`src/mini_mcu_pkg.sv`:
```
/* OBI request and response structs, internal routed bus types,
   target enum and address map of the microcontroller fabric */
package mini_mcu_pkg;

  // OBI master port
  typedef struct packed {
    logic        req;
    logic        we;
    logic [3:0]  be;
    logic [31:0] addr;
    logic [31:0] wdata;
  } obi_req_t;

  typedef struct packed {
    logic        gnt;
    logic        rvalid;
    logic        err;
    logic [31:0] rdata;
  } obi_resp_t;

  // request after arbitration, mid names the issuing master
  typedef struct packed {
    logic        req;
    logic        we;
    logic [3:0]  be;
    logic [31:0] addr;
    logic [31:0] wdata;
    logic        mid;
  } bus_req_t;

  typedef struct packed {
    logic        rvalid;
    logic        err;
    logic [31:0] rdata;
    logic        mid;
  } bus_rsp_t;

  typedef enum logic [1:0] {
    TGT_RAM    = 2'd0,
    TGT_PERIPH = 2'd1,
    TGT_SLOW   = 2'd2,
    TGT_NONE   = 2'd3
  } target_e;

  // address map
  localparam logic [31:0] RAM_BASE    = 32'h0000_0000;
  localparam logic [31:0] PERIPH_BASE = 32'h2000_0000;
  localparam logic [31:0] PERIPH_MASK = 32'hFFFF_F000;
  localparam logic [31:0] SLOW_BASE   = 32'h3000_0000;
  localparam logic [31:0] SLOW_MASK   = 32'hFFFF_F000;

  localparam logic [11:0] EXIT_VALUE_OFFSET = 12'h000;
  localparam logic [11:0] EXIT_VALID_OFFSET = 12'h004;

  localparam logic [31:0] ERR_RDATA = 32'hBADCAB1E;

endpackage

```
`src/peripheral_subsystem.sv`:
```
/* peripheral target with the exit value and exit valid registers */
`timescale 1ns/1ns

module peripheral_subsystem (
  input  logic                   clk_i,
  input  logic                   rst_n_i,
  input  mini_mcu_pkg::bus_req_t req_i,
  output mini_mcu_pkg::bus_rsp_t rsp_o,
  output logic [31:0]            exit_value_o,
  output logic                   exit_valid_o
);

  import mini_mcu_pkg::*;

  logic [11:0] offset;
  logic [31:0] exit_value_q;
  logic        exit_valid_q;
  logic        rvalid_q;
  logic [31:0] rdata_q;
  logic        mid_q;

  assign offset = req_i.addr[11:0];

  always_ff @(posedge clk_i) begin
    if (!rst_n_i) begin
      exit_value_q <= '0;
      exit_valid_q <= 1'b0;
      rvalid_q     <= 1'b0;
    end else begin
      rvalid_q <= req_i.req;
      if (req_i.req && req_i.we) begin
        if (offset == EXIT_VALUE_OFFSET) begin
          exit_value_q <= req_i.wdata;
        end
        if (offset == EXIT_VALID_OFFSET) begin
          exit_valid_q <= req_i.wdata[0];
        end
      end
    end
  end

  // read mux, unused offsets read as zero
  always_ff @(posedge clk_i) begin
    if (req_i.req) begin
      mid_q <= req_i.mid;
      case (offset)
        EXIT_VALUE_OFFSET: rdata_q <= exit_value_q;
        EXIT_VALID_OFFSET: rdata_q <= {31'd0, exit_valid_q};
        default:           rdata_q <= '0;
      endcase
    end
  end

  assign rsp_o        = '{rvalid: rvalid_q, err: 1'b0, rdata: rdata_q, mid: mid_q};
  assign exit_value_o = exit_value_q;
  assign exit_valid_o = exit_valid_q;

endmodule

```
`config.mk`:
```
export PLATFORM = sky130hd
export DESIGN_NAME = peripheral_subsystem
export DESIGN_NICKNAME = d
export VERILOG_FILES = /design/src/mini_mcu_pkg.sv /design/src/peripheral_subsystem.sv
export SDC_FILE = /design/constraint.sdc
export NUM_CORES = 1
export LEC_CHECK = 0
export ABC_CLOCK_PERIOD_IN_PS = 4700
export BUFFER_PORTS_ARGS = -buffer_cell sky130_fd_sc_hd__buf_4
export CORE_ASPECT_RATIO = 0.5
export CORE_MARGIN = 2
export CORE_UTILIZATION = 45
export CTS_BUF_LIST = sky130_fd_sc_hd__clkbuf_8
export DETAILED_ROUTE_END_ITERATION = 8
export PLACE_DENSITY = 0.8
export SYNTH_ARGS = -nofsm -noshare
export SYNTH_HDL_FRONTEND = slang
export SYNTH_SLANG_ARGS = --single-unit
```
`constraint.sdc`:
```
create_clock -name clk_i -period 4.7 [get_ports clk_i]
set_clock_uncertainty 0.05 [all_clocks]
set_input_delay 0.235 -clock clk_i [delete_from_list [all_inputs] [get_ports clk_i]]
set_output_delay 0.235 -clock clk_i [all_outputs]
set_load 0.005 [all_outputs]
```
**Yosys cells after proc, flatten, opt, wreduce, memory -nomap -nowiden**

Cells that the tools add are included.

- Flip-flop bits (word level): 67
- Output and inout port bits: 68
- Bits in read-only memories: 0
- Memory bits (writable): 0
- Input port bits: 73
- Bits in latches: 0
- Memories: 0

- Multipliers: 0
- Equal/unequal tests: 1
- Shift-type cells: 0
- Add/sub/neg operators: 0
- Mux-type cells: 1
- Div/mod/pow operators: 0
- Reductions and logical operators: 4
- Bitwise operators: 0
- Order comparisons: 0

Operator list:

| cell | number |
|---|---|
| 32-bit one-hot mux with 2 select lines | 1 |
| 12-bit by 3-bit == test with 1-bit output, second input constant | 1 |
| 12-bit logical NOT | 1 |
| 2-bit AND reduction | 2 |
| 1-bit logical AND | 1 |

**Depth between registers and ports, before layout**

- Depth in word-level cells: 2
- Mapped depth: 4
- Depth with buffers taken out: 3

**Worst setup path before layout**

Ideal clock, no wire load.

- Kind: in2reg
- From: in req_i[38] (netlist name)
- To: reg exit_value_q[0] (netlist: exit_value_o[0])
- Data arrival time: 1.643 ns
- Setup slack: 2.936 ns
- Path buffers: 1
- Stages: 4
- Data required time: 4.578 ns
- Cells stage by stage: or4_4 -> nor4_4 -> buf_6 -> mux2i_1

- Cells in the longest elaborated chain, start to end: 2

RTL lines:

| element | line | source |
|---|---|---|
| start: declaration | peripheral_subsystem.sv:7 | `input mini_mcu_pkg::bus_req_t req_i,` |
| 12-bit logical NOT | peripheral_subsystem.sv:32 | `if (offset == EXIT_VALUE_OFFSET) begin` |
| 2-bit AND reduction (no source line) | -- |  |
| end signal: assignment | peripheral_subsystem.sv:33 | `exit_value_q <= req_i.wdata;` |
| end: declaration | peripheral_subsystem.sv:16 | `logic [31:0] exit_value_q;` |

Every way passes these cells.
A chain may end at the register's enable or synchronous reset.

**Final worst setup path**

- From: in req_i[38] (netlist name)
- To: reg rdata_q[31] (data pin)

- Cells in the longest elaborated chain, start to end: 2
- Elaborated cells on any way between the ends: 3

RTL lines:

| element | line | source |
|---|---|---|
| 12-bit by 3-bit == test with 1-bit output or 12-bit logical NOT (tied branches) | peripheral_subsystem.sv:46 | `case (offset)` |
| 32-bit one-hot mux with 2 select lines (*) | peripheral_subsystem.sv:46 |  |
| end signal: assignment | peripheral_subsystem.sv:47 | `EXIT_VALUE_OFFSET: rdata_q <= exit_value_q;` |
| end signal: assignment | peripheral_subsystem.sv:48 | `EXIT_VALID_OFFSET: rdata_q <= {31'd0, exit_valid_q};` |
| end: declaration | peripheral_subsystem.sv:19 | `logic [31:0] rdata_q;` |

Mark *: on every way between the ends. The rest lies on a longest branch, timed or not.

==> flow_summary.yaml <==
clock_network:
  cts.sinks: 67
  cts_resized: 0
  postCtsSetupBuffers: 0
  path_clk_slew_ns: 0.07
  cts_hold_buf: 0
  h-tree-depth: 3
  clockRootBuffer: "clkbuf_8"
  clock_latency_ns: 0.33
  clockBufferDepth: 2
  cts_buffers: 9
  cts_tree: "done"
die:
  io_pins: 141
  die-height_um: 58.2
  core_um2: 5560
  die_w_um: 112
  dieArea_um2: 6540
  fp-row-count: 19
  initial_core_util: 0.475
detailed_routing:
  drtIter0Drc: 69
  vias_per_cell: 4.77
  finalWirelength_mm: 5.88
  post-route-drc-count: 0
  vias: 1973
  detail-route-antenna-nets: 0
  first_pass_iters: 4
  post_drt_wl_per_cell_um: 14.2
cells_and_area:
  syn2layout_area_growth_pct: 41.4
  drive_gt1_frac: 0.396
  antennaDiodeCount: 0
  fillCellCount: 441
  multiInputGateArea_um2: 885
  seq_area_um2: 1670
  nets: 409
timing:
  max_freq_ghz: 0.470
  final_hold_viol_count: 0
  fin_crit_ns: 2.13
  final.setup.tns_ns: 0
  max-slew-margin-rel: 0.144
  worstMarginPinSlew_ns: 1.27
  setup_viol: 0
  rsz0062_at_grt: "false"
  worst_hold_slack_ns: 0.0291
  finalMaxSlewViolations: 0
  finalCritPeriodShare: 0.453
  fin_ws_ns: 2.57
global_routing:
  track_usage: 0.183
  grt_pass1_wl_mm: 9.26
  gr-total-overflow: 0
  grt_pass1_vias: 2015
  grt_max_degree: 67
  antenna_found_initial: 0
power_and_ir_drop:
  p_leak_nw: 1.60
  power-per-cell-area_nw_per_um2: 321
  peakVddDrop_uv: 169
logic_synthesis:
  synth-seq-cells: 67
  synth_adder_area_share: 0
  synth_top_family_by_area: "simple AND/OR/NAND/NOR gates"
  avgSynthCellArea_um2: 11.8
  yosysUniqueCellTypes: 16
  synth_xor_area_frac: 0
  yosysWarnings: 0
  synthMuxAreaShare: 0.129
  synth_compound_area_frac: 0
  syn-num-nets: 297
  synth_simple_gate_area_frac: 0.201
  synth_area_um2: 2640
  ys_seq_area_frac: 0.633
  syn-instance-count: 224
placed_design:
  hpwl_mm: 4.14
  gp_congestion: 0.750
  pre_cts_ws_ns: 2.16
  portBuffers: 115
critical_path:
  cp_num_buf_inv: 1
  crit_path_cell_trace: "buf_4 -> or4_4 -> nor4_4 -> and2_1"
  critPathMaxStageDelay_ns: 1.09
  path_delay_family: "simple AND/OR/NAND/NOR gates"
  cp_data_arrival_time_ns: 2.27
  cp-end-kind: "flip-flop"
  cp-start-kind: "input port"
  path_max_fanout: 31
  crit_type: "in -> reg"
  required_ns: 4.84
  cp_slowest_cell: "nor4_4"
outcome:
  status: "completed"
job:
  cap_violations: 0
hold_path:
  hp-class: "in -> reg"
power breakdown:
part	switching [mW]	leakage, nW	internal, mW
Combinational	0.0316	0.874	0.0421
Clock	0.207	0.112	0.293
Sequential	0.00308	0.614	0.621
Total	0.241	1.60	0.956
cell usage in the layout, fill, tap and decap left out, types with 2 or more instances in the layout:
master and count:
buf_4 117, nand2_1 65, mux2i_1 34, dfxtp_1 34
edfxtp_1 33, and2_1 32, clkbuf_8 9, or4_4 2
nor4_4 2, nor4_1 2, bufinv_16 2, inv_1 2
clkinv_2 2
area by class of cell:
type,instances,share of cell area
flip-flops and latches,67,0.448
well taps,73,0.0245
repair buffers,117,0.235
multi-input cells,141,0.237
clock inverters,7,0.0228
clock buffers,9,0.0332
state kept, by name (all words and copies together), names as in the netlist:
register and count:
mid_q 1, exit_value_o 32, exit_valid_o 1, rvalid_q 1
rdata_q 32
metal layers:
| metal | global-route usage | vias up | part of all wire |
|---|---|---|---|
| met4 | 0.0697 | 0 | 0.0088 |
| met5 | 0 | - | 0 |
| met3 | 0.0680 | 6 | 0.047 |
| met1 | 0.195 | 934 | 0.39 |
| li1 | - | 971 | - |
| met2 | 0.337 | 62 | 0.55 |
Yosys cell counts:
cell type / number / area [um^2]
nand2_1: 65 / 244
dfxtp_1: 34 / 681
mux2i_1: 34 / 340
edfxtp_1: 33 / 991
and2_1: 32 / 200
clkbuf_1: 10 / 37.5
buf_4: 3 / 22.5
buf_6: 3 / 33.8
nor4_1: 2 / 12.5
or4_4: 2 / 22.5
conb_1: 1 / 3.75
nand3_1: 1 / 5.00
nand3b_1: 1 / 7.51
nor4_2: 1 / 12.5
nor4_4: 1 / 21.3
or3_1: 1 / 6.26
worst reg2reg max path, cell delays in order (launching register included):
cell,delay [ns]
dfxtp_1,0.37
mux2i_1,0.09
nor4_1,0.18
cell families after synthesis:
kind of cell / Yosys count
flip-flops: 67
other: 1
buffers and inverters: 16
multiplexers: 34
AND/OR/NAND/NOR: 106
per-stage QoR:
| stage | std cells | instance area [um^2] | power, mW | util |
|---|---|---|---|---|
| final | 414 | 3730 | 1.20 | 0.671 |
| after global routing | 414 | 3730 | 1.24 | 0.671 |
| after CTS | 414 | 3730 | 1.21 | 0.671 |
| after detailed placement | 398 | 3530 | 0.712 | 0.634 |
| after global placement | 398 | 3530 | 0.710 | 0.634 |
| after floorplan | 224 | 2640 | 0.658 | - |
worst paths after layout:
path | depth (start not counted) | from | end | slack (ns)
setup / recovery | 4 | req_i[38] | rdata_q[31] | 2.57
setup reg to reg | 2 | exit_valid_o | rdata_q[0] | 3.83
hold / removal | 1 | req_i[0] | mid_q | 0.03
hold reg to reg | 2 | exit_value_o[5] | exit_value_o[5] | 0.43
Power figures use the tool's default switching activity.
