[src/mini_mcu_pkg.sv]
/* OBI request and response structs, internal routed bus types,
   target enum and address map of the microcontroller fabric */
package mini_mcu_pkg;

  // OBI master port
  typedef struct packed {
    logic        req;
    logic        we;
    logic [3:0]  be;
    logic [31:0] addr;
    logic [31:0] wdata;
  } obi_req_t;

  typedef struct packed {
    logic        gnt;
    logic        rvalid;
    logic        err;
    logic [31:0] rdata;
  } obi_resp_t;

  // request after arbitration, mid names the issuing master
  typedef struct packed {
    logic        req;
    logic        we;
    logic [3:0]  be;
    logic [31:0] addr;
    logic [31:0] wdata;
    logic        mid;
  } bus_req_t;

  typedef struct packed {
    logic        rvalid;
    logic        err;
    logic [31:0] rdata;
    logic        mid;
  } bus_rsp_t;

  typedef enum logic [1:0] {
    TGT_RAM    = 2'd0,
    TGT_PERIPH = 2'd1,
    TGT_SLOW   = 2'd2,
    TGT_NONE   = 2'd3
  } target_e;

  // address map
  localparam logic [31:0] RAM_BASE    = 32'h0000_0000;
  localparam logic [31:0] PERIPH_BASE = 32'h2000_0000;
  localparam logic [31:0] PERIPH_MASK = 32'hFFFF_F000;
  localparam logic [31:0] SLOW_BASE   = 32'h3000_0000;
  localparam logic [31:0] SLOW_MASK   = 32'hFFFF_F000;

  localparam logic [11:0] EXIT_VALUE_OFFSET = 12'h000;
  localparam logic [11:0] EXIT_VALID_OFFSET = 12'h004;

  localparam logic [31:0] ERR_RDATA = 32'hBADCAB1E;

endpackage

[src/obi_addr_decoder.sv]
/* address decoder with per-target busy tracking, local error
   responder for unmapped accesses and response merge by master id */
`timescale 1ns/1ns

module obi_addr_decoder #(
  parameter int NUM_BYTES = 4096
) (
  input  logic                         clk_i,
  input  logic                         rst_n_i,
  input  mini_mcu_pkg::bus_req_t       bus_req_i,
  output logic                         bus_ready_o,
  output mini_mcu_pkg::bus_rsp_t [1:0] bus_rsp_o,
  output mini_mcu_pkg::bus_req_t       ram_req_o,
  output mini_mcu_pkg::bus_req_t       periph_req_o,
  output mini_mcu_pkg::bus_req_t       slow_req_o,
  input  mini_mcu_pkg::bus_rsp_t       ram_rsp_i,
  input  mini_mcu_pkg::bus_rsp_t       periph_rsp_i,
  input  mini_mcu_pkg::bus_rsp_t       slow_rsp_i
);

  import mini_mcu_pkg::*;

  localparam logic [31:0] RAM_MASK = ~(32'(NUM_BYTES) - 32'd1);

  target_e        tgt;
  logic           tgt_busy;
  logic           accept;
  logic [2:0]     busy_q;
  logic [2:0]     busy_d;
  bus_req_t [2:0] tgt_req_q;
  logic           err_valid_q;
  logic           err_mid_q;
  bus_rsp_t [3:0] rsp_all;
  logic [3:0]     rsp_vld;
  logic [3:0]     rsp_mid;

  always_comb begin
    if ((bus_req_i.addr & RAM_MASK) == RAM_BASE) begin
      tgt = TGT_RAM;
    end else if ((bus_req_i.addr & PERIPH_MASK) == PERIPH_BASE) begin
      tgt = TGT_PERIPH;
    end else if ((bus_req_i.addr & SLOW_MASK) == SLOW_BASE) begin
      tgt = TGT_SLOW;
    end else begin
      tgt = TGT_NONE;
    end
  end

  always_comb begin
    case (tgt)
      TGT_RAM:    tgt_busy = busy_q[0];
      TGT_PERIPH: tgt_busy = busy_q[1];
      TGT_SLOW:   tgt_busy = busy_q[2];
      default:    tgt_busy = 1'b0;
    endcase
  end

  assign bus_ready_o = !tgt_busy;
  assign accept      = bus_req_i.req && bus_ready_o;

  // index of rsp_all follows target_e
  assign rsp_all[TGT_RAM]    = ram_rsp_i;
  assign rsp_all[TGT_PERIPH] = periph_rsp_i;
  assign rsp_all[TGT_SLOW]   = slow_rsp_i;
  assign rsp_all[TGT_NONE]   = '{rvalid: err_valid_q, err: 1'b1, rdata: ERR_RDATA,
                                 mid: err_mid_q};

  always_comb begin
    for (int t = 0; t < 4; t++) begin
      rsp_vld[t] = rsp_all[t].rvalid;
      rsp_mid[t] = rsp_all[t].mid;
    end
  end

  always_comb begin
    busy_d = busy_q & ~rsp_vld[2:0];
    if (accept && tgt != TGT_NONE) begin
      busy_d[tgt] = 1'b1;
    end
  end

  always_ff @(posedge clk_i) begin
    if (!rst_n_i) begin
      busy_q      <= '0;
      err_valid_q <= 1'b0;
    end else begin
      busy_q      <= busy_d;
      err_valid_q <= accept && (tgt == TGT_NONE);
    end
    err_mid_q <= bus_req_i.mid;
  end

  // request copy per target, req bit only on the chosen one
  always_ff @(posedge clk_i) begin
    for (int t = 0; t < 3; t++) begin
      tgt_req_q[t] <= bus_req_i;
      if (!rst_n_i) begin
        tgt_req_q[t].req <= 1'b0;
      end else begin
        tgt_req_q[t].req <= accept && (tgt == target_e'(t));
      end
    end
  end

  assign ram_req_o    = tgt_req_q[TGT_RAM];
  assign periph_req_o = tgt_req_q[TGT_PERIPH];
  assign slow_req_o   = tgt_req_q[TGT_SLOW];

  always_comb begin
    bus_rsp_o = '0;
    for (int t = 0; t < 4; t++) begin
      if (rsp_vld[t]) begin
        bus_rsp_o[rsp_mid[t]] = rsp_all[t];
      end
    end
  end

  // one outstanding transfer per master
  a_rsp_per_mid: assert property (
    @(posedge clk_i) disable iff (!rst_n_i)
    $countones(rsp_vld & rsp_mid) <= 1 && $countones(rsp_vld & ~rsp_mid) <= 1
  );

endmodule

[config.mk]
export PLATFORM = sky130hd
export DESIGN_NAME = obi_addr_decoder
export DESIGN_NICKNAME = d
export VERILOG_FILES = /design/src/mini_mcu_pkg.sv /design/src/obi_addr_decoder.sv
export SDC_FILE = /design/constraint.sdc
export NUM_CORES = 1
export LEC_CHECK = 0
export BUFFER_PORTS_ARGS = -buffer_cell sky130_fd_sc_hd__buf_2
export CORE_AREA = 2 2 177 179
export CTS_CLUSTER_DIAMETER = 100
export DETAILED_ROUTE_END_ITERATION = 12
export DIE_AREA = 0 0 179 181
export HOLD_SLACK_MARGIN = 0.1
export PLACE_DENSITY = 0.47
export SLEW_MARGIN = 20
export SYNTH_ARGS = -nofsm -noshare
export SYNTH_HDL_FRONTEND = slang
export SYNTH_SLANG_ARGS = --single-unit
export TNS_END_PERCENT = 30
[constraint.sdc]
create_clock -name clk_i -period 1.3 [get_ports clk_i]
set_clock_uncertainty 0.05 [all_clocks]
set_input_delay 0.065 -clock clk_i [delete_from_list [all_inputs] [get_ports clk_i]]
set_output_delay 0.065 -clock clk_i [all_outputs]
set_load 0.05 [all_outputs]
After elaboration in Yosys (flattened, before gate mapping)
Cells that the tools add are included.
Widths: inputs -> output; s select.
{"block": "op_classes", "div": 0, "n_mux": 22, "n_bitwise": 4, "multipliers": 0, "order_cmp": 10, "n_reduce_logical": 14, "addsub": 0, "shifts": 0, "eq_ne": 6}
{"cell": "$mux 70", "count": 4}
{"cell": "$bwmux 70", "count": 3}
{"cell": "$demux 35 s1", "count": 4}
{"cell": "$mux 35", "count": 4}
{"cell": "$and 70x70->70", "count": 1}
{"cell": "$eq 20x18->1 const B", "count": 2}
{"cell": "$logic_not 32->1", "count": 1}
{"cell": "$logic_and 1x1->1", "count": 11}
{"cell": "$lt 1x2->1 const B", "count": 4}
{"cell": "$eq 2x2->1 const B", "count": 2}
{"cell": "$ge 1x1->1 const B", "count": 4}
{"cell": "$mux 2", "count": 2}
{"cell": "$and 3x3->3", "count": 1}
{"cell": "$lt 2x3->1 const B", "count": 1}
{"cell": "$mux 3", "count": 1}
{"cell": "$not 3->3", "count": 1}
{"cell": "$or 3x3->3", "count": 1}
{"cell": "$pmux 1 s3", "count": 1}
{"cell": "$demux 1 s2", "count": 1}
{"cell": "$eq 2x1->1 const B", "count": 1}
{"cell": "$ge 2x1->1 const B", "count": 1}
{"cell": "$logic_not 2->1", "count": 1}
{"cell": "$mux 1", "count": 2}
{"cell": "$ne 2x2->1 const B", "count": 1}
{"cell": "$logic_not 1->1", "count": 1}
{"block": "totals", "ff_bits": 77, "input_bits": 178, "latchBits": 0, "mem_count": 0, "romBits": 0, "ramBits": 0, "elab_cells": 66, "out_inout_bits": 284}

Logic depth before layout (Yosys ltp)
Gate-level depths: netlist of run 1.
{"block": "depth", "depth_word": 12, "depth_mapped": 5, "ltp_nobuf": 3}

Worst setup path before layout of run 1
No wires, ideal clock.
{"block": "synth_path", "path_kind": "input port to output port", "from": "input port periph_rsp_i[0] (netlist bit)", "to": "output port bus_rsp_o[28] (netlist bit)", "path_stages": 5, "n_path_buf": 2, "t_required_ps": 1185, "arrival_ps": 1714, "setup_slack_ps": -529, "path_cell_list": "nand2b_1 > clkbuf_1 > buf_2 > a311oi_1 > o21ai_0"}
{"item": "from (decl)", "line": "obi_addr_decoder.sv:17", "text": "input mini_mcu_pkg::bus_rsp_t periph_rsp_i,"}
{"item": "to (decl)", "line": "obi_addr_decoder.sv:12", "text": "output mini_mcu_pkg::bus_rsp_t [1:0] bus_rsp_o,"}

==> results.ini, run 1 <==
[cts]
clock-root-buffer=clkbuf_16
cts_tree=built
h-tree-depth=3
clockBufferDepth=2
cts_inserted_buffers=9
clk_latency_ns=0.34
path_clk_slew_ns=0.07
cts.sinks=77

[logic_synthesis]
synth_fp_nets=754
synth_edf_count=0
synth_seq_cells=77
synth_cells=576
synth_flop_cell=dfxtp_1
synthAdderAreaFrac=0
synth-xor-area-share=0
synth.top_cells.by_area=dfxtp_1, buf_4, a311oi_1, a21oi_1, o21ai_0
synth_area_um2=4720
synthSimpleGateAreaFrac=0.184
synth_compound_area_frac=0.209
synth_top_family_by_area=buffers and inverters
async_flop_share=0
synthMuxAreaShare=0.00212
synth.distinct_cells=33
syn_avg_cell_area_um2=8.20
synth_commonest_cells=buf_4, dfxtp_1, nor2_1, a311oi_1, a21oi_1
yosys.area.top_type=dfxtp_1
synthMostInstantiatedCell=buf_4
ys_seq_area_frac=0.326
yosysWarnings=0
synth.top_cell.area_share=0.326

[global_route]
busiest_layer=met2
grt_start_max_net_pins=24
grt_use_met2=0.288
antenna_found_initial=1
overflow=0
first_global_vias=5950
grt_pass1_wl_um=37900
met1_usage=0.178
met3_usage=0.0358
grt_usage=0.158

[timing]
setup_violations=70
fmax_mhz=629
rsz0062_at_grt=true
hold_viol=0
worst_slack_ns=-0.290
finalCriticalPeriod_ns=1.59
drv_slew=0
final.period_utilization=1.22
whs_ns=0.116

[floorplan]
core-area_um2=30300
die_area_um2=32400
rows=64
pin_count=462
fp.dieH_um=181
initial_core_util=0.156
dieWidth_um=179

[status]
violations=negative setup slack
status=finished, violations left

[worst_setup_path]
worstPathMaxFanout=6
endpoint_kind=primary output
crit_path_start_kind=flop
cp_data_required_time_ns=1.19
path_cells=nand2_8 > buf_8 > buf_16 > buf_6 > o21ai_2 > buf_6
cpMaxStageDelayCell=dfxtp_4
worst_path_most_repeated_cell=buf_6
crit_type=flop to primary output
slowest_delay_ns=0.41
arrival_ns=1.48

[power_and_ir_drop]
pwr_density_cell_nw_per_um2=1080
p_total_uw=9900
irDropWorstVdd_v=0.000589
leakagePower_uw=0.00437

[finish]
diodes=0
stdcell_count=1406
drive_gt1_frac=0.649
syn2layout_area_growth_pct=93.4
final_area_um2=9140
nets=1183

[routing]
vias_per_cell=4.25
drtIter0Drc=286
dr.pass1.iters=5
antenna_left=0
route.detailed.drc=0
drt-total-wl_um=27400
num_vias=5972
wl_per_cell_um=19.5

[place]
dpl_cell_area_um2=7080
io_buffer_count=460
gp_congestion=0.878
dp_cells=1306
dp_hpwl_um=21700

[min_path]
hold_path_class=primary input to flop

[run]
max_cap_viol_count=0

-- stage by stage --
stage	utilization	worst slack, ns	TNS, ns
5_1_grt	0.301	-0.351	-18.60
3_5_place_dp	0.233	-0.234	-7.24
4_1_cts	0.296	-0.309	-16.84
2_1_floorplan	-	-0.218	-6.35
3_3_place_gp	0.233	-0.256	-7.80
6_report	0.301	-0.290	-14.42
-- worst max-delay path: cells and delay by family (launching register included) --
family,cells,cell delay [ns]
buf+inv,4,0.57
simple gates,1,0.09
compound gates,1,0.06
flops,1,0.41
-- cells in the final DEF, fill, tap and decap left out, drive strengths merged, types with 4 or more instances in the layout --
master,instances
clkbuf,13
and3b,20
o21ai,70
and3,20
nand3,31
nand2b,4
nand2,4
dfxtp,77
nor2,46
buf,528
nor4,4
a311oi,40
a21oi,39
inv,4
dlygate4sd3,75
a31oi,13
-- final timing paths --
path,startpoint,end,slack (ns),cells after the start
max,slow_req_o[0],bus_rsp_o[64],-0.29,6
min,ram_rsp_i[34],busy_q[0],0.12,4
max reg2reg,busy_q[1],periph_req_o[70],0.16,4
min reg2reg,busy_q[2],busy_q[2],0.46,2
-- layout make-up --
type / instances / area [um^2]
fillers: 3216 / 21200
repair buffers: 607 / 4380
multi-input cells: 310 / 2400
flip-flops and latches: 77 / 1560
well taps: 396 / 495
clock buffers: 9 / 225
clock inverters: 7 / 80.1
-- registers in the layout, summed over array words and instances (netlist names) --
register      flops
err_valid_q       1
busy_q            3
slow_req_o       71
periph_req_o      1
ram_req_o         1
-- layer usage --
| metal | share of wire | up-vias |
|---|---|---|
| li1 | - | 2783 |
| met2 | 0.50 | 363 |
| met1 | 0.38 | 2787 |
| met3 | 0.086 | 39 |
| met4 | 0.029 | 0 |
| met5 | 0 | - |
-- logic make-up after synthesis --
kind of cell | after synthesis
compound gates | 163
other cells | 1
flops | 77
buf+inv | 190
mux | 1
simple gates | 144
-- power by group --
| group | switching, uW | leakage [uW] | internal, uW | total, uW |
|---|---|---|---|---|
| Combinational | 3130 | 0.00357 | 1550 | 4670 |
| Sequential | 157 | 0.000649 | 2480 | 2640 |
| Clock | 1070 | 0.000149 | 1520 | 2590 |
| Total | 4360 | 0.00437 | 5540 | 9900 |
-- timing repair --
item / in CTS / in global routing
pin swaps: 1 / 0
setup endpoints to repair: 93 / 83
setup buffers: 4 / 1
gates cloned: 4 / 0
resized for setup: 243 / 41
hold buffers: 75 / 0
hold endpoints to repair: 77 / 0
No activity file was read; power rests on OpenSTA's default activity.
==> run 2: changes to the inputs <==
Settings changed: PLACE_DENSITY 0.47 to not set.
==> run 2 against run 1 <==
The flow still finishes with violations (negative setup slack). Clock-buffer cell count stayed put. Die area is the same. Setup slack gained 0.030 ns. Critical path depth down 1. Register-to-register slack worse by 0.08 ns. Via count is 2.7% higher. Sequential share of layout area barely moved. Non-clock buffer count down 17. Final cell count shrank 0.92%. Utilization fell by 0.15 points. Routed wire length rose by 3.4%. Maximum frequency up 1.9%. Largest power group unchanged. Highest routed layer unchanged.
==> results.ini, run 2 (synthesized netlist as in run 1, its figures left out) <==
[status]
status=finished, violations left
violations=negative setup slack

[place]
dp_cells=1287
io_buffer_count=460
dpl_cell_area_um2=6980
dp_hpwl_um=20200
gp_congestion=0.875

[timing]
fin_setup_tns_ns=-13.28
setup_violations=70
final.period_utilization=1.20
hold_viol=0
fmax_mhz=641
rsz0062_at_grt=true
finalCriticalPeriod_ns=1.56
worst_slack_ns=-0.260
drv_slew=0

[global_route]
grt_pass1_wl_um=38300
grt_start_max_net_pins=43
overflow=0
grt_usage=0.161
antenna_found_initial=3
first_global_vias=6000

[cts]
cts.sinks=77
clk_latency_ns=0.34
clockBufferDepth=2
cts_tree=built
h-tree-depth=3
clock-root-buffer=clkbuf_16
cts_inserted_buffers=9
path_clk_slew_ns=0.07

[worst_setup_path]
worstPathMaxFanout=5
arrival_ns=1.45
cp_data_required_time_ns=1.19
critPathBufInv=2
slowest_delay_ns=0.40
path_cells=nand2_8 > buf_12 > o21ai_2 > a21oi_2 > buf_6
endpoint_kind=primary output
crit_path_start_kind=flop
crit_type=flop to primary output
cpMaxStageDelayCell=dfxtp_4
path_delay_family=flip-flops

[floorplan]
dieWidth_um=179
core-area_um2=30300
initial_core_util=0.156
fp.dieH_um=181
die_area_um2=32400
rows=64
pin_count=462

[power_and_ir_drop]
leakagePower_uw=0.00433
pwr_density_cell_nw_per_um2=1090
irDropWorstVdd_v=0.000655

[finish]
largest_reg_flops=71
drive_gt1_frac=0.641
final_cell_mix=buf_2, dlygate4sd3_1, dfxtp_1, buf_6, buf_4
stdcell_count=1393
nets=1168
syn2layout_area_growth_pct=92.4
layout.cells.most_common=buf_2
final_area_um2=9090

[min_path]
hold_path_class=primary input to flop

[routing]
antenna_left=0
vias_per_cell=4.40
dr.pass1.iters=5
num_vias=6134
wl_per_cell_um=20.4
drtIter0Drc=283
drt-total-wl_um=28400
route.detailed.drc=0

[run]
max_cap_viol_count=0

## run 2: changes by cell type in the layout (fill, tap and decap cells not counted), moves of 3 or more
cell and change:
dfxtp_1 +4, o21ai_4 +4, buf_2 -5, o21ai_1 -7, buf_4 -9, a21oi_2 -3
o21ai_2 +4, a21oi_1 +3, dfxtp_2 -4, buf_6 -6, a311oi_1 +3, a311oi_2 -3
buf_12 +3
## run 2: per-layer routing
layer	wire, um	vias to the layer above	track usage
met2	14200	415	0.291
met5	0	-	0
met3	2500	42	0.0354
li1	-	2756	-
met1	11000	2921	0.183
met4	692	0	0.0569
## run 2: tightest hold or removal path, stage by stage
cell and delay [ns]:
buf_2 0.13, buf_4 0.12, nand3b_1 0.09, o21ai_0 0.06
## run 2: final cells by class
cell class | count | area (um^2)
diodes | 2 | 5.00
repair buffers | 590 | 4280
well taps | 396 | 495
clock inverters | 7 | 85.1
clock buffers | 9 | 225
fillers | 3184 | 21300
flip-flops and latches | 77 | 1550
multi-input cells | 312 | 2450
## run 2: per-stage QoR
step                total power [uW]  hold WS [ns]  setup WS, ns  utilization
global route                   10300         0.122        -0.339        0.299
finish                          9950         0.118        -0.260        0.300
detailed placement              6600         0.119        -0.173        0.230
global placement                6600         0.118        -0.175        0.230
CTS                             9880         0.102        -0.325        0.290
floorplan                       5610        0.0427        -0.218            -
## run 2: worst paths after layout
path | end | slack [ns] | cells past startpoint | from
max | bus_rsp_o[43] | -0.26 | 5 | err_valid_q
min | busy_q[2] | 0.12 | 4 | slow_rsp_i[34]
max reg2reg | ram_req_o[70] | 0.08 | 4 | busy_q[0]
min reg2reg | busy_q[0] | 0.45 | 2 | busy_q[0]
## run 2: report_power, final
group | internal (uW) | total (uW) | switching, uW
sequential | 2480 | 2640 | 167
clock | 1530 | 2640 | 1110
combinational | 1530 | 4660 | 3140
## run 2: timing repair
item / CTS / global route
hold buffers: 75 / 0
cloned: 5 / 2
buffers inserted: 5 / 3
hold endpoints to repair: 77 / 0
resized for setup: 222 / 58
endpoints found under the setup margin: 85 / 81
pin swaps: 1 / 3
==> run 3: changes to the inputs <==
Settings changed: ABC_AREA set to 1, CORE_AREA 2 2 177 179 to 2 2 182 184, DIE_AREA 0 0 179 181 to 0 0 184 186.
==> run 3 against run 2 <==
The flow still finishes with violations (negative setup slack). Routed wire length decreased by 15%. Largest cell class unchanged. Hold slack improved by 0.040 ns. Final cell count increased by 2.4%. Combinational power decreased by 1%. First-iteration DRC count decreased by 66%. Clock power decreased by 2%. Utilization decreased by 2.1 points. Maximum frequency decreased by 9.8%. Power decreased by 1.3%. Register-to-register slack improved by 0.09 ns. Critical endpoint is now bus_rsp_o[37]. Sequential share of layout area increased by 0.15 points. Non-clock buffer count decreased by 3.
==> results.ini, run 3 <==
[status]
status=finished, violations left
violations=negative setup slack

[logic_synthesis]
async_flop_share=0
yosys.area.top_type=dfxtp_1
synth_cells=581
synth.distinct_cells=30
syn_avg_cell_area_um2=7.60
synth_fp_nets=759
synth_area_um2=4420
synth.top_cells.by_area=dfxtp_1, buf_4, nand2_1, a21oi_1, a31oi_1
synth_edf_count=0
ys_seq_area_frac=0.349
yosysWarnings=0
synth_flop_cell=dfxtp_1
synth.top_cell.area_share=0.349
synth_commonest_cells=buf_4, nand2_1, dfxtp_1, a21oi_1, nor2_1
synth_seq_cells=77
synthMostInstantiatedCell=buf_4

[global_route]
antenna_found_initial=4
overflow=0
grt_usage=0.131
first_global_vias=5599
grt_pass1_wl_um=33000
grt_start_max_net_pins=34

[routing]
antenna_left=0
drtIter0Drc=95
wl_per_cell_um=17.0
num_vias=5634
route.detailed.drc=0
met2WireLength_um=12600
dr.pass1.iters=4
routed-wl-met3_um=1730
maxUsedRoutingLayer=met5
vias_per_cell=3.95
drt-total-wl_um=24200
met1_length_um=9120

[finish]
final_cell_mix=buf_2, nand2_1, dfxtp_1, dlygate4sd3_1, buf_6
stdcell_count=1426
syn2layout_area_growth_pct=103
drive_gt1_frac=0.637
layout.cells.most_common=buf_2
largest_reg_flops=71
final_area_um2=8980
nets=1189

[place]
dpl_cell_area_um2=7280
io_buffer_count=460
dp_hpwl_um=19200
gp_congestion=0.840
post-place-ws_ns=-0.255
dp_cells=1331

[cts]
cts_inserted_buffers=9
path_clk_slew_ns=0.07
cts_tree=built
clockBufferDepth=2
cts.sinks=77
clock-root-buffer=clkbuf_16
clk_latency_ns=0.34
h-tree-depth=3

[timing]
setup_violations=69
hold_viol=0
fmax_mhz=578
drv_slew=0
rsz0062_at_grt=true
fin_setup_tns_ns=-23.02
worst_slack_ns=-0.430
finalCriticalPeriod_ns=1.73
final.period_utilization=1.33

[floorplan]
rows=66
die_area_um2=34200
dieWidth_um=184
initial_core_util=0.137
core-area_um2=32200
pin_count=462
fp.dieH_um=186

[worst_setup_path]
arrival_ns=1.62
cp_data_required_time_ns=1.19
slowest_delay_ns=0.36
crit_path_start_kind=flop
endpoint_kind=primary output
cpMaxStageDelayCell=dfxtp_4
worstPathMaxFanout=16
crit_type=flop to primary output
worst_path_most_repeated_cell=inv_2
path_cells=nand2_4 > inv_2 > nor2_4 > inv_2 > buf_12 > nor2_2 > a21oi_4 > buf_4

[power_and_ir_drop]
leakagePower_uw=0.00415
irDropWorstVdd_v=0.000822
p_total_uw=9820
pwr_density_cell_nw_per_um2=1090

[run]
max_cap_viol_count=0

[min_path]
hold_path_class=primary input to flop

## run 3: cell count changes after synthesis, sizes merged, moves of 23 or more
cell / delta
nand2: +104
o21ai: -44
a311oi: -40
a21oi: +33
nand3: -24
inv: +23
## run 3: final timing paths
check                     endpoint           from  slack, ns  cells past startpoint
setup / recovery     bus_rsp_o[37]  slow_req_o[0]      -0.43                      8
hold / removal    periph_req_o[70]  bus_req_i[62]       0.16                      5
setup reg to reg         busy_q[2]      busy_q[2]       0.17                      3
hold reg to reg          busy_q[0]      busy_q[0]       0.42                      2
## run 3: cells by family after synthesis
kind of cell	synth area share
DFF	0.349
and+or+nand+nor	0.178
other	0.000849
buffers and inverters	0.305
AOI/OAI and AO/OA	0.168
## run 3: power breakdown
part	internal [uW]	total, uW	switching (uW)	leakage (uW)
Sequential	2480	2620	141	0.000648
Combinational	1490	4610	3120	0.00335
Clock	1520	2590	1070	0.000145
## run 3: critical path: cells and delay by family (launching register included)
| kind | cells | cell delay, ns |
|---|---|---|
| AO/OA/AOI/OAI | 1 | 0.04 |
| buffers and inverters | 4 | 0.47 |
| flip-flops | 1 | 0.36 |
| AND/OR/NAND/NOR | 3 | 0.38 |
## run 3: repair_timing
| action | in CTS | in global routing |
|---|---|---|
| buffers inserted | 0 | 1 |
| resized for setup | 163 | 39 |
| endpoints found under the setup margin | 76 | 71 |
| hold buffers | 74 | 0 |
| hold endpoints to repair | 77 | 0 |
| cloned | 0 | 2 |
| pin swaps | 1 | 9 |
## run 3: per-layer routing
metal,GRT usage,up-vias
met4,0.0509,4
met2,0.251,310
met1,0.138,2628
li1,-,2654
met5,0,-
met3,0.0288,38
## run 3: cell type report
class	instances	area [um^2]
tap	408	510
timing repair buffer	587	4050
multi-input combinational	312	2470
fill	3378	23200
antenna	2	5.00
clock inverter	7	82.6
inverter	24	95.1
clock buffer	9	225
sequential	77	1550
## run 3: through the flow
stage / util / hold WS (ns)
finish: 0.279 / 0.158
CTS: 0.272 / 0.139
detailed placement: 0.226 / 0.119
global route: 0.279 / 0.168
floorplan: - / 0.0427
global placement: 0.226 / 0.118
